===== src/source/mips_pkg.sv =====
package mips_pkg;

    //////////////////////////////////////////////////////////////////////
    // Instruction word formats.
    //////////////////////////////////////////////////////////////////////

    typedef struct packed {
        logic [5:0] opcode;
        logic [4:0] rs;
        logic [4:0] rt;
        logic [4:0] rd;
        logic [4:0] shamt;
        logic [5:0] funct;
    } r_fields_t;

    typedef struct packed {
        logic [5:0]  opcode;
        logic [4:0]  rs;
        logic [4:0]  rt;
        logic [15:0] imm;
    } i_fields_t;

    // One 32-bit word, seen either as R-type or as I-type.
    typedef union packed {
        r_fields_t r_fields;
        i_fields_t i_fields;
    } instr_t;

    //////////////////////////////////////////////////////////////////////
    // Encodings.
    //////////////////////////////////////////////////////////////////////

    localparam logic [5:0] OP_RTYPE = 6'h00;
    localparam logic [5:0] OP_ADDIU = 6'h09;
    localparam logic [5:0] OP_ANDI  = 6'h0c;
    localparam logic [5:0] OP_ORI   = 6'h0d;
    localparam logic [5:0] OP_LUI   = 6'h0f;
    localparam logic [5:0] OP_LW    = 6'h23;
    localparam logic [5:0] OP_SW    = 6'h2b;

    localparam logic [5:0] FN_JR   = 6'h08;
    localparam logic [5:0] FN_ADDU = 6'h21;
    localparam logic [5:0] FN_SUBU = 6'h23;
    localparam logic [5:0] FN_AND  = 6'h24;
    localparam logic [5:0] FN_OR   = 6'h25;
    localparam logic [5:0] FN_XOR  = 6'h26;
    localparam logic [5:0] FN_SLT  = 6'h2a;

    localparam logic [2:0] ALU_ADD = 3'd0;
    localparam logic [2:0] ALU_SUB = 3'd1;
    localparam logic [2:0] ALU_AND = 3'd2;
    localparam logic [2:0] ALU_OR  = 3'd3;
    localparam logic [2:0] ALU_XOR = 3'd4;
    localparam logic [2:0] ALU_SLT = 3'd5;
    localparam logic [2:0] ALU_LUI = 3'd6;

    localparam logic [31:0] RESET_VECTOR = 32'h0000_0004; // First fetch address.
    localparam logic [4:0]  REG_V0       = 5'd2;

    // Control FSM states.
    localparam logic [2:0] ST_FETCH  = 3'd0;
    localparam logic [2:0] ST_DECODE = 3'd1;
    localparam logic [2:0] ST_EXEC   = 3'd2;
    localparam logic [2:0] ST_MEM    = 3'd3;
    localparam logic [2:0] ST_WB     = 3'd4;
    localparam logic [2:0] ST_HALT   = 3'd5;

endpackage


===== src/source/alu.sv =====
`timescale 1ns/1ps

module alu (
    input  logic [2:0]  alu_op,
    input  logic [31:0] a,
    input  logic [31:0] b,
    output logic [31:0] result
);

    //////////////////////////////////////////////////////////////////////
    // Operation select.
    //////////////////////////////////////////////////////////////////////

    always_comb begin
        case (alu_op)
            mips_pkg::ALU_ADD: result = a + b;
            mips_pkg::ALU_SUB: result = a - b;
            mips_pkg::ALU_AND: result = a & b;
            mips_pkg::ALU_OR:  result = a | b;
            mips_pkg::ALU_XOR: result = a ^ b;
            mips_pkg::ALU_SLT: begin
                // Signed compare, result is 0 or 1.
                result = ($signed(a) < $signed(b)) ? 32'd1 : 32'd0;
            end
            mips_pkg::ALU_LUI: result = {b[15:0], 16'h0000}; // Immediate to upper half.
            default:           result = 32'd0;
        endcase
    end

endmodule


===== src/source/pc_unit.sv =====
`timescale 1ns/1ps

module pc_unit (
    input  logic        clk,
    input  logic        rst,
    input  logic        pc_en,
    input  logic        pc_jump,
    input  logic [31:0] jump_target,
    output logic [31:0] pc
);

    //////////////////////////////////////////////////////////////////////
    // Program counter.
    //////////////////////////////////////////////////////////////////////

    // A jump wins over the sequential increment.
    always_ff @(posedge clk) begin
        if (rst) begin
            pc <= mips_pkg::RESET_VECTOR;
        end else if (pc_jump) begin
            pc <= jump_target;
        end else if (pc_en) begin
            pc <= pc + 32'd4; // Next word.
        end
    end

endmodule


===== src/source/register_file.sv =====
`timescale 1ns/1ps

module register_file (
    input  logic        clk,
    input  logic        rst,
    input  logic        reg_write,
    input  logic [4:0]  rs,
    input  logic [4:0]  rt,
    input  logic [4:0]  dest,
    input  logic [31:0] wdata,
    output logic [31:0] rs_data,
    output logic [31:0] rt_data,
    output logic [31:0] register_v0
);

    logic [31:0] regs [0:31];

    //////////////////////////////////////////////////////////////////////
    // Write port.
    //////////////////////////////////////////////////////////////////////

    always_ff @(posedge clk) begin
        if (rst) begin
            for (int i = 0; i < 32; i++) begin
                regs[i] <= 32'd0;
            end
        end else if (reg_write && (dest != 5'd0)) begin
            regs[dest] <= wdata; // $zero is never written.
        end
    end

    // Combinational read ports.
    assign rs_data = regs[rs];
    assign rt_data = regs[rt];

    assign register_v0 = regs[mips_pkg::REG_V0]; // Result register seen outside.

endmodule


===== src/source/instr_decode.sv =====
`timescale 1ns/1ps

module instr_decode (
    input  logic             clk,
    input  logic             rst,
    input  logic             ir_load,
    input  logic             mdr_load,
    input  logic [31:0]      readdata,
    output mips_pkg::instr_t instr,
    output logic [4:0]       rs,
    output logic [4:0]       rt,
    output logic [4:0]       dest,
    output logic [31:0]      imm_ext,
    output logic [31:0]      mem_data
);

    logic        zero_ext;
    logic [15:0] imm;

    // Instruction register.
    always_ff @(posedge clk) begin
        if (rst) begin
            instr <= '0;
        end else if (ir_load) begin
            instr <= readdata;
        end
    end

    // Memory data register for loads.
    always_ff @(posedge clk) begin
        if (mdr_load) begin
            mem_data <= readdata;
        end
    end

    //////////////////////////////////////////////////////////////////////
    // Field extraction.
    //////////////////////////////////////////////////////////////////////

    assign rs  = instr.r_fields.rs;
    assign rt  = instr.i_fields.rt;
    assign imm = instr.i_fields.imm;

    // R-type writes rd, I-type writes rt.
    assign dest = (instr.r_fields.opcode == mips_pkg::OP_RTYPE) ? instr.r_fields.rd
                                                                 : instr.i_fields.rt;

    assign zero_ext = (instr.i_fields.opcode == mips_pkg::OP_ANDI) ||
                      (instr.i_fields.opcode == mips_pkg::OP_ORI);

    assign imm_ext = zero_ext ? {16'h0000, imm} : {{16{imm[15]}}, imm};

endmodule


===== src/source/cpu_control.sv =====
`timescale 1ns/1ps

module cpu_control (
    input  logic             clk,
    input  logic             rst,
    input  logic             waitrequest,
    input  mips_pkg::instr_t instr,
    input  logic [31:0]      rs_data,
    output logic             read,
    output logic             write,
    output logic             active,
    output logic             pc_en,
    output logic             pc_jump,
    output logic             ir_load,
    output logic             mdr_load,
    output logic             reg_write,
    output logic             wb_from_mem,
    output logic             addr_from_alu,
    output logic [2:0]       alu_op,
    output logic             alu_use_imm
);

    logic [2:0] state;
    logic [2:0] state_next;
    logic [5:0] opcode;
    logic [5:0] funct;
    logic       is_jr;
    logic       is_lw;
    logic       is_sw;
    logic       writes_reg;
    logic       bus_done;

    assign opcode   = instr.r_fields.opcode;
    assign funct    = instr.r_fields.funct;
    assign is_jr    = (opcode == mips_pkg::OP_RTYPE) && (funct == mips_pkg::FN_JR);
    assign is_lw    = (opcode == mips_pkg::OP_LW);
    assign is_sw    = (opcode == mips_pkg::OP_SW);
    assign bus_done = (read || write) && !waitrequest; // Avalon transfer accepted.

    //////////////////////////////////////////////////////////////////////
    // Instruction decode to ALU operation and operand source.
    //////////////////////////////////////////////////////////////////////

    always_comb begin
        alu_op      = mips_pkg::ALU_ADD;
        alu_use_imm = 1'b1;
        writes_reg  = 1'b1;
        case (opcode)
            mips_pkg::OP_RTYPE: begin
                alu_use_imm = 1'b0;
                case (funct)
                    mips_pkg::FN_ADDU: alu_op = mips_pkg::ALU_ADD;
                    mips_pkg::FN_SUBU: alu_op = mips_pkg::ALU_SUB;
                    mips_pkg::FN_AND:  alu_op = mips_pkg::ALU_AND;
                    mips_pkg::FN_OR:   alu_op = mips_pkg::ALU_OR;
                    mips_pkg::FN_XOR:  alu_op = mips_pkg::ALU_XOR;
                    mips_pkg::FN_SLT:  alu_op = mips_pkg::ALU_SLT;
                    default:           writes_reg = 1'b0; // JR, unknown funct.
                endcase
            end
            mips_pkg::OP_ADDIU: alu_op = mips_pkg::ALU_ADD;
            mips_pkg::OP_ANDI:  alu_op = mips_pkg::ALU_AND;
            mips_pkg::OP_ORI:   alu_op = mips_pkg::ALU_OR;
            mips_pkg::OP_LUI:   alu_op = mips_pkg::ALU_LUI;
            mips_pkg::OP_LW:    alu_op = mips_pkg::ALU_ADD; // Base plus offset.
            mips_pkg::OP_SW:    writes_reg = 1'b0;
            default:            writes_reg = 1'b0; // Unknown opcodes act as no-ops.
        endcase
    end

    //////////////////////////////////////////////////////////////////////
    // State sequencing.
    //////////////////////////////////////////////////////////////////////

    always_comb begin
        state_next = state;
        case (state)
            mips_pkg::ST_FETCH: begin
                if (bus_done) begin
                    state_next = mips_pkg::ST_DECODE;
                end
            end
            mips_pkg::ST_DECODE: state_next = mips_pkg::ST_EXEC;
            mips_pkg::ST_EXEC: begin
                if (is_jr && (rs_data == 32'd0)) begin
                    state_next = mips_pkg::ST_HALT; // JR to zero stops the CPU.
                end else if (is_lw || is_sw) begin
                    state_next = mips_pkg::ST_MEM;
                end else begin
                    state_next = mips_pkg::ST_WB;
                end
            end
            mips_pkg::ST_MEM: begin
                if (bus_done) begin
                    state_next = mips_pkg::ST_WB;
                end
            end
            mips_pkg::ST_WB: state_next = mips_pkg::ST_FETCH;
            default:         state_next = mips_pkg::ST_HALT;
        endcase
    end

    // Strobes are registered and follow the state being entered.
    always_ff @(posedge clk) begin
        if (rst) begin
            state <= mips_pkg::ST_FETCH;
            read  <= 1'b0;
            write <= 1'b0;
        end else begin
            state <= state_next;
            read  <= (state_next == mips_pkg::ST_FETCH) ||
                     ((state_next == mips_pkg::ST_MEM) && is_lw);
            write <= (state_next == mips_pkg::ST_MEM) && is_sw;
        end
    end

    assign active        = (state != mips_pkg::ST_HALT);
    assign ir_load       = (state == mips_pkg::ST_FETCH) && bus_done;
    assign mdr_load      = (state == mips_pkg::ST_MEM) && read && !waitrequest;
    assign addr_from_alu = (state == mips_pkg::ST_MEM);
    assign pc_jump       = (state == mips_pkg::ST_EXEC) && is_jr && (rs_data != 32'd0);
    assign pc_en         = (state == mips_pkg::ST_WB) && !is_jr; // JR already moved the PC.
    assign reg_write     = (state == mips_pkg::ST_WB) && writes_reg;
    assign wb_from_mem   = is_lw;

endmodule


===== src/source/mips_cpu.sv =====
`timescale 1ns/1ps

module mips_cpu (
    input  logic        clk,
    input  logic        rst,
    input  logic        waitrequest,
    input  logic [31:0] readdata,
    output logic        active,
    output logic [31:0] register_v0,
    output logic [31:0] address,
    output logic        read,
    output logic        write,
    output logic [31:0] writedata
);

    logic             pc_en;
    logic             pc_jump;
    logic             ir_load;
    logic             mdr_load;
    logic             reg_write;
    logic             wb_from_mem;
    logic             addr_from_alu;
    logic [2:0]       alu_op;
    logic             alu_use_imm;
    logic [31:0]      pc;
    mips_pkg::instr_t instr;
    logic [4:0]       rs;
    logic [4:0]       rt;
    logic [4:0]       dest;
    logic [31:0]      imm_ext;
    logic [31:0]      mem_data;
    logic [31:0]      rs_data;
    logic [31:0]      rt_data;
    logic [31:0]      alu_b;
    logic [31:0]      result;
    logic [31:0]      wdata;

    //////////////////////////////////////////////////////////////////////
    // Datapath selection.
    //////////////////////////////////////////////////////////////////////

    assign alu_b     = alu_use_imm ? imm_ext : rt_data;
    assign address   = addr_from_alu ? result : pc;   // Data access or fetch.
    assign wdata     = wb_from_mem ? mem_data : result;
    assign writedata = rt_data;                       // Store source.

    cpu_control u_control (
        .clk           (clk),
        .rst           (rst),
        .waitrequest   (waitrequest),
        .instr         (instr),
        .rs_data       (rs_data),
        .read          (read),
        .write         (write),
        .active        (active),
        .pc_en         (pc_en),
        .pc_jump       (pc_jump),
        .ir_load       (ir_load),
        .mdr_load      (mdr_load),
        .reg_write     (reg_write),
        .wb_from_mem   (wb_from_mem),
        .addr_from_alu (addr_from_alu),
        .alu_op        (alu_op),
        .alu_use_imm   (alu_use_imm)
    );

    pc_unit u_pc (
        .clk         (clk),
        .rst         (rst),
        .pc_en       (pc_en),
        .pc_jump     (pc_jump),
        .jump_target (rs_data),
        .pc          (pc)
    );

    instr_decode u_decode (
        .clk      (clk),
        .rst      (rst),
        .ir_load  (ir_load),
        .mdr_load (mdr_load),
        .readdata (readdata),
        .instr    (instr),
        .rs       (rs),
        .rt       (rt),
        .dest     (dest),
        .imm_ext  (imm_ext),
        .mem_data (mem_data)
    );

    register_file u_regs (
        .clk         (clk),
        .rst         (rst),
        .reg_write   (reg_write),
        .rs          (rs),
        .rt          (rt),
        .dest        (dest),
        .wdata       (wdata),
        .rs_data     (rs_data),
        .rt_data     (rt_data),
        .register_v0 (register_v0)
    );

    alu u_alu (
        .alu_op (alu_op),
        .a      (rs_data),
        .b      (alu_b),
        .result (result)
    );

endmodule


===== config.mk =====
export PLATFORM = sky130hd
export DESIGN_NAME = mips_cpu
export DESIGN_NICKNAME = d
export VERILOG_FILES = /design/src/source/mips_pkg.sv /design/src/source/alu.sv /design/src/source/pc_unit.sv /design/src/source/register_file.sv /design/src/source/instr_decode.sv /design/src/source/cpu_control.sv /design/src/source/mips_cpu.sv
export SDC_FILE = /design/constraint.sdc
export NUM_CORES = 2
export LEC_CHECK = 0
export BUFFER_PORTS_ARGS = -buffer_cell sky130_fd_sc_hd__buf_2
export CAP_MARGIN = 20
export CORE_MARGIN = 3
export CORE_UTILIZATION = 46
export DETAILED_ROUTE_END_ITERATION = 12
export GPL_TIMING_DRIVEN = 0
export MAX_ROUTING_LAYER = met4
export PLACE_DENSITY = 0.59
export SETUP_SLACK_MARGIN = 0.5
export SYNTH_ARGS = -nofsm -noshare
export SYNTH_HDL_FRONTEND = slang
export SYNTH_SLANG_ARGS = --single-unit
export TNS_END_PERCENT = 10

===== constraint.sdc =====
create_clock -name clk -period 7.6 [get_ports clk]
set_input_delay 0.38 -clock clk [delete_from_list [all_inputs] [get_ports clk]]
set_output_delay 0.38 -clock clk [all_outputs]
set_load 0.01 [all_outputs]

Word-level counts from Yosys, hierarchy flattened
Memories as Yosys holds them, arrays and structs flattened. A register that Yosys moved wholly into a read port is not among the register bits.
Cells that the tools add are included.
{"block": "word_totals", "inputBits": 35, "ramBits": 1024, "output_inout_bits": 99, "mem_count": 1, "reg_bits": 101}
{"name": "u_regs.regs", "depth": 32, "width": 32, "rd": 3, "rd_ports_with_merged_regs": 2, "wr": 32, "line": "register_file.sv:16", "rtl": "logic [31:0] regs [0:31];"}
{"block": "classes", "order_cmp": 1, "n_bitwise": 3, "addsub": 3, "n_mux": 30, "eq_ne": 25, "reduce_logical": 30}
{"cell": "2-to-1 mux 32 bit", "n": 7}
{"cell": "case mux 32 bit (7 select lines)", "n": 1}
{"cell": "equality test 6 bit, second input constant", "n": 8}
{"cell": "adder 32 x 3 -> 32 bit, second input constant", "n": 1}
{"cell": "adder 32 bit", "n": 1}
{"cell": "AND 32 bit", "n": 1}
{"cell": "logical NOT 32 bit", "n": 1}
{"cell": "less-than comparator 32 bit", "n": 1}
{"cell": "OR 32 bit", "n": 1}
{"cell": "nonzero test 32 bit", "n": 1}
{"cell": "OR reduction 32 bit", "n": 1}
{"cell": "subtractor 32 bit", "n": 1}
{"cell": "XOR 32 bit", "n": 1}
{"cell": "equality test 6 x 4 -> 1 bit, second input constant", "n": 5}
{"cell": "2-to-1 mux 5 bit", "n": 6}
{"cell": "case mux 3 bit (5 select lines)", "n": 2}
{"cell": "equality test 3 x 2 -> 1 bit, second input constant", "n": 5}
{"cell": "logical AND 1 bit", "n": 13}
{"cell": "equality test 3 bit, second input constant", "n": 4}
{"cell": "2-to-1 mux 3 bit", "n": 4}
{"cell": "case mux 3 bit (4 select lines)", "n": 1}
{"cell": "logical NOT 3 bit", "n": 3}
{"cell": "2-to-1 mux 1 bit", "n": 8}
{"cell": "equality test 3 x 1 -> 1 bit, second input constant", "n": 2}
{"cell": "other kinds (9)", "n": 13}

Depth between registers and ports, before layout
{"block": "depth", "depth_word": 11, "depth_mapped": 30, "ltp_nobuf": 19}

Hierarchy
A second synthesis with hierarchy kept.
{"block": "hier_totals", "hier_cells": 6049, "area_unflattened_um2": 68150.4}
{"mod": "register_file", "cells_per_inst": 4605, "seq_area_each_um2": 30749.5, "area_each_um2": 56132.6, "n_inst": 1}
{"mod": "alu", "cells_per_inst": 827, "seq_area_each_um2": 0.0, "area_each_um2": 5378.9, "n_inst": 1}
{"mod": "instr_decode", "cells_per_inst": 186, "seq_area_each_um2": 1601.5, "area_each_um2": 2476.1, "n_inst": 1}
{"mod": "pc_unit", "cells_per_inst": 234, "seq_area_each_um2": 640.6, "area_each_um2": 1893.1, "n_inst": 1}
{"mod": "mips_cpu", "cells_per_inst": 108, "seq_area_each_um2": 0.0, "area_each_um2": 1632.8, "n_inst": 1}
{"mod": "cpu_control", "cells_per_inst": 89, "seq_area_each_um2": 100.1, "area_each_um2": 636.9, "n_inst": 1}

Worst setup path after synthesis
No wires, ideal clock.
{"block": "synth_path", "kind": "register to register", "start": "register with a tool-made name", "end": "memory u_regs.regs[3][30], data pin", "stages_incl_launch_ff": 26, "t_required_ps": 7329, "path_buffers": 6, "arrival_ps": 6755, "setup_ps": 271, "setup_slack_ps": 574, "period_less_slack_ps": 7026, "cell_sequence": "dfxtp_1 buf_2 buf_2 clkbuf_1 buf_1 mux4_2 mux4_2 mux2_2 nand2_1 o21ai_1 inv_1 ha_1 clkbuf_1 or3_1 o21bai_1 and3_1 o31ai_1 a211oi_1 o41ai_2 o211ai_1 or2_1 o21ai_1 xnor2_1 a2111oi_2 buf_2 nor3_1"}
{"element": "end: declaration", "line": "register_file.sv:16"}

==> reports/qor.csv <==
stage,metric,value,unit
worst_setup_path,worst r2r path cells,32,
worst_setup_path,Worst R2R Setup Slack,0.36,ns
route,via-per-instance ratio,7.20,
sta,setup violators final,0,
logic_synthesis,"top cells by area, synth","edfxtp_1, mux4_2, mux2i_1, nor2_1, dfxtp_1",
placed_design,DP Area,69200,µm²
logic_synthesis,Yosys reg bits,1135,
sta,RSZ-0062 raised after global routing,yes,
cts,H-Tree Level Count,4,
placed_design,Final GP Congestion,1.04,
finish,share of layout cells above drive strength 1,26.3,%
finish,Area Overhead vs Synth,19.3,%
sta,period utilization,97.9,%
run,max cap viols,1,
placed_design,Post-DP HPWL,225,mm
route,routed wire length,327,mm
route,Via Count,55500,
logic_synthesis,most frequent cell after synthesis,edfxtp_1,
sta,Peak Freq,134,MHz
logic_synthesis,distinct cell type count after synthesis,96,
sta,clk_skew,0.0281,ns
worst_setup_path,crit path capture type,primary output,
cts,clk sink count,1135,
global_routing,first-pass GRT wire length,433,mm
power_and_ir_drop,Pleak,0.0265,µW
die,Die X,380,µm
die,DIE HEIGHT,380,µm
cts,CTS Buf Count,130,
die,# IOs,134,
global_routing,vias in the first global route,51900,
worst_hold_path,worst hold path class,in -> reg,
worst_setup_path,Worst Path Required,7.22,ns
worst_setup_path,CP endpoint,address[28],
worst_setup_path,Worst path max stage delay,1.06,ns
cts,clk_lat worst skew,0.80,ns
logic_synthesis,Ys Warns,0,
global_routing,largest net degree at the start of global routing,33,
die,starting density of the core,46.6,%
logic_synthesis,number of synthesized flops with an enable pin,1056,
cts,root buffer cell,clkbuf_16,
sta,Worst slew margin,-0.876,%
finish,final non-filler cell total,7710,
worst_setup_path,"most used cell, CP",buf_4,
cts,clock slew at reported path FFs,0.06,ns
global_routing,antenna violations before repair,13,
power_and_ir_drop,peak supply drop,0.000187,V
logic_synthesis,Yosys top cell by area,edfxtp_1,
status,status,"complete, but fails checks",
cts,maximum clock path buffer count,3,
route,Detailed Routing Iterations Pass 1,10,
die,Core Region,138000,µm²
status,failing checks,"capacitance limit, slew limit",
finish,Post-layout nets,5861,
worst_setup_path,Critical Path Fanout Max,11,
global_routing,gr usage total,45.4,%
worst_setup_path,R2R Path End,u_regs.regs[14][30]$_SDFFCE_PN0P_,
logic_synthesis,top-area cell type share of the netlist area,49.2,%
placed_design,dpl cells,7304,
route,initial drt markers,9763,
worst_setup_path,"Max stage delay cell, worst path",nor3b_1,
placed_design,Port Buffer Count,133,
logic_synthesis,"top cells by count, synth","edfxtp_1, nor2_1, mux4_2",
sta,Final Max Tran Viols,11,
logic_synthesis,register area share after synthesis,51.6,%
route,drt drc,0,
route,post-DR wirelength/cell,42.4,µm
route,Antenna Nets Post-Route,0,
worst_setup_path,Worst setup SP type,register,
logic_synthesis,Post-synth ARST share,0,%
logic_synthesis,Most used DFF post-synth,edfxtp_1,
logic_synthesis,Syn Area/Cell,12.4,µm²
worst_setup_path,crit path kind,reg -> out,
die,row count,136,
sta,"Hold Vio Cnt, Final",0,
sta,final worst path period need,7.44,ns
worst_setup_path,crit-path cells,clkbuf_2 -> clkbuf_2 -> nor3b_1 -> a22o_1 -> a221o_1 -> or2_4 -> ha_1 -> inv_1 -> o21bai_1 -> a21oi_1 -> o31ai_4 -> a211oi_4 -> o41ai_2 -> buf_4 -> o211ai_1 -> buf_4 -> nor4_4 -> buf_4 -> nor4_4 -> o21ai_2 -> buf_6 -> a21oi_4 -> buf_6,
logic_synthesis,Syn Std Cell Area,64500,µm²
cts,CTS tree,yes,
global_routing,GR Overflow Total,0,
logic_synthesis,Synth Instances,5188,
sta,worst slew pin tran,1.51,ns
finish,final instance area,76900,µm²
worst_setup_path,WP data arrival,7.06,ns
power_and_ir_drop,pwr dens,308,nW/µm²
die,die area,145000,µm²
[critical path, delay by kind of cell, from the launching register on]
kind,cells,cell delay (ns)
buffers and inverters,8,1.85
AOI/OAI and AO/OA,10,1.95
DFF,1,0.38
and+or+nand+nor,4,1.68
adders and majority gates,1,0.34
[per-stage QoR]
step	utilization [%]	TNS (ns)	total power, µW	setup WS, ns	hold WS, ns
after global placement	48.9	-2063.78	15700	-3.78	0.446
after detailed placement	50.0	-1786.82	15900	-2.81	0.446
after global routing	55.6	0	24100	0.132	0.336
after CTS	54.9	0	22800	0.185	0.301
final	55.6	0	23700	0.160	0.330
after floorplan	-	0	12300	0.574	0.436
[cell families (layout without fill, tap and decap cells)]
family / after synthesis / after routing / synth area share (%)
AND/OR/NAND/NOR: 1711 / 1711 / 12.3
multiplexers: 794 / 794 / 21.1
other: 1 / 44 / 0.00582
adder cells (fa/ha/maj): 85 / 85 / 1.67
XOR/XNOR: 23 / 23 / 0.312
AO/OA/AOI/OAI: 833 / 833 / 8.80
buffers and inverters: 606 / 1222 / 4.17
flip-flops: 1135 / 1135 / 51.6
[cell type report]
cell class	count	area (µm²)
Sequential cell	1135	33300
Fill cell	11600	61400
Buffer	518	3320
Multi-Input combinational cell	3478	30000
Inverter	88	335
Timing Repair Buffer	390	3630
Tap cell	1863	2330
Clock inverter	59	425
Clock buffer	167	3550
Antenna cell	12	30.0
[worst min-delay path by stage]
stage | from | endpoint | slack (ns) | depth (start not counted)
floorplan | u_decode.instr[10]$_SDFFE_PP0P_ | u_decode.instr[10]$_SDFFE_PP0P_ | 0.44 | 2
global placement | u_decode.instr[9]$_SDFFE_PP0P_ | u_decode.instr[9]$_SDFFE_PP0P_ | 0.45 | 2
detailed placement | u_decode.instr[9]$_SDFFE_PP0P_ | u_decode.instr[9]$_SDFFE_PP0P_ | 0.45 | 2
CTS | readdata[21] | u_decode.mem_data[21]$_DFFE_PP_ | 0.30 | 2
global route | readdata[2] | u_decode.mem_data[2]$_DFFE_PP_ | 0.34 | 2
finish | readdata[21] | u_decode.mem_data[21]$_DFFE_PP_ | 0.33 | 2
[sequential cells by signal, summed over array words and instances, names as in the netlist, named ones only]
name / cells
u_regs.regs: 1024
u_decode.instr: 32
u_decode.mem_data: 32
u_pc.pc: 32
u_control.state: 3
u_control.read: 1
u_control.write: 1
[power by group]
group | switching, µW | internal [µW]
Clock | 2710 | 3460
Sequential | 135 | 7030
Combinational | 7200 | 3200
Total | 10000 | 13700
[routing by layer]
layer	track usage (%)	wire (µm)
met5	-	0
met4	31.6	29300
met3	20.1	55300
met2	60.8	133000
met1	54.4	109000
[layout by cell type (no fill, tap or decap), types with 140 or more instances in the layout]
| master | netlist | layout |
|---|---|---|
| a22oi_1 | 153 | 153 |
| nand2_1 | 277 | 265 |
| buf_4 | 23 | 140 |
| mux4_2 | 448 | 448 |
| nor3_1 | 237 | 228 |
| nor2_1 | 825 | 815 |
| a21oi_1 | 202 | 178 |
| clkbuf_1 | 341 | 295 |
| clkbuf_16 | 0 | 140 |
| buf_2 | 104 | 187 |
| edfxtp_1 | 1056 | 1056 |
| mux2i_1 | 317 | 304 |
[what timing repair did]
action | in CTS | in global routing
hold buffers | 33 | 0
cloned | 1 | 1
buffers inserted | 73 | 39
gates resized for setup | 505 | 87
endpoints found under the setup margin | 1056 | 367
hold endpoints to repair | 77 | 0
pin swaps | 42 | 56
(Power assumes the default switching activity.)
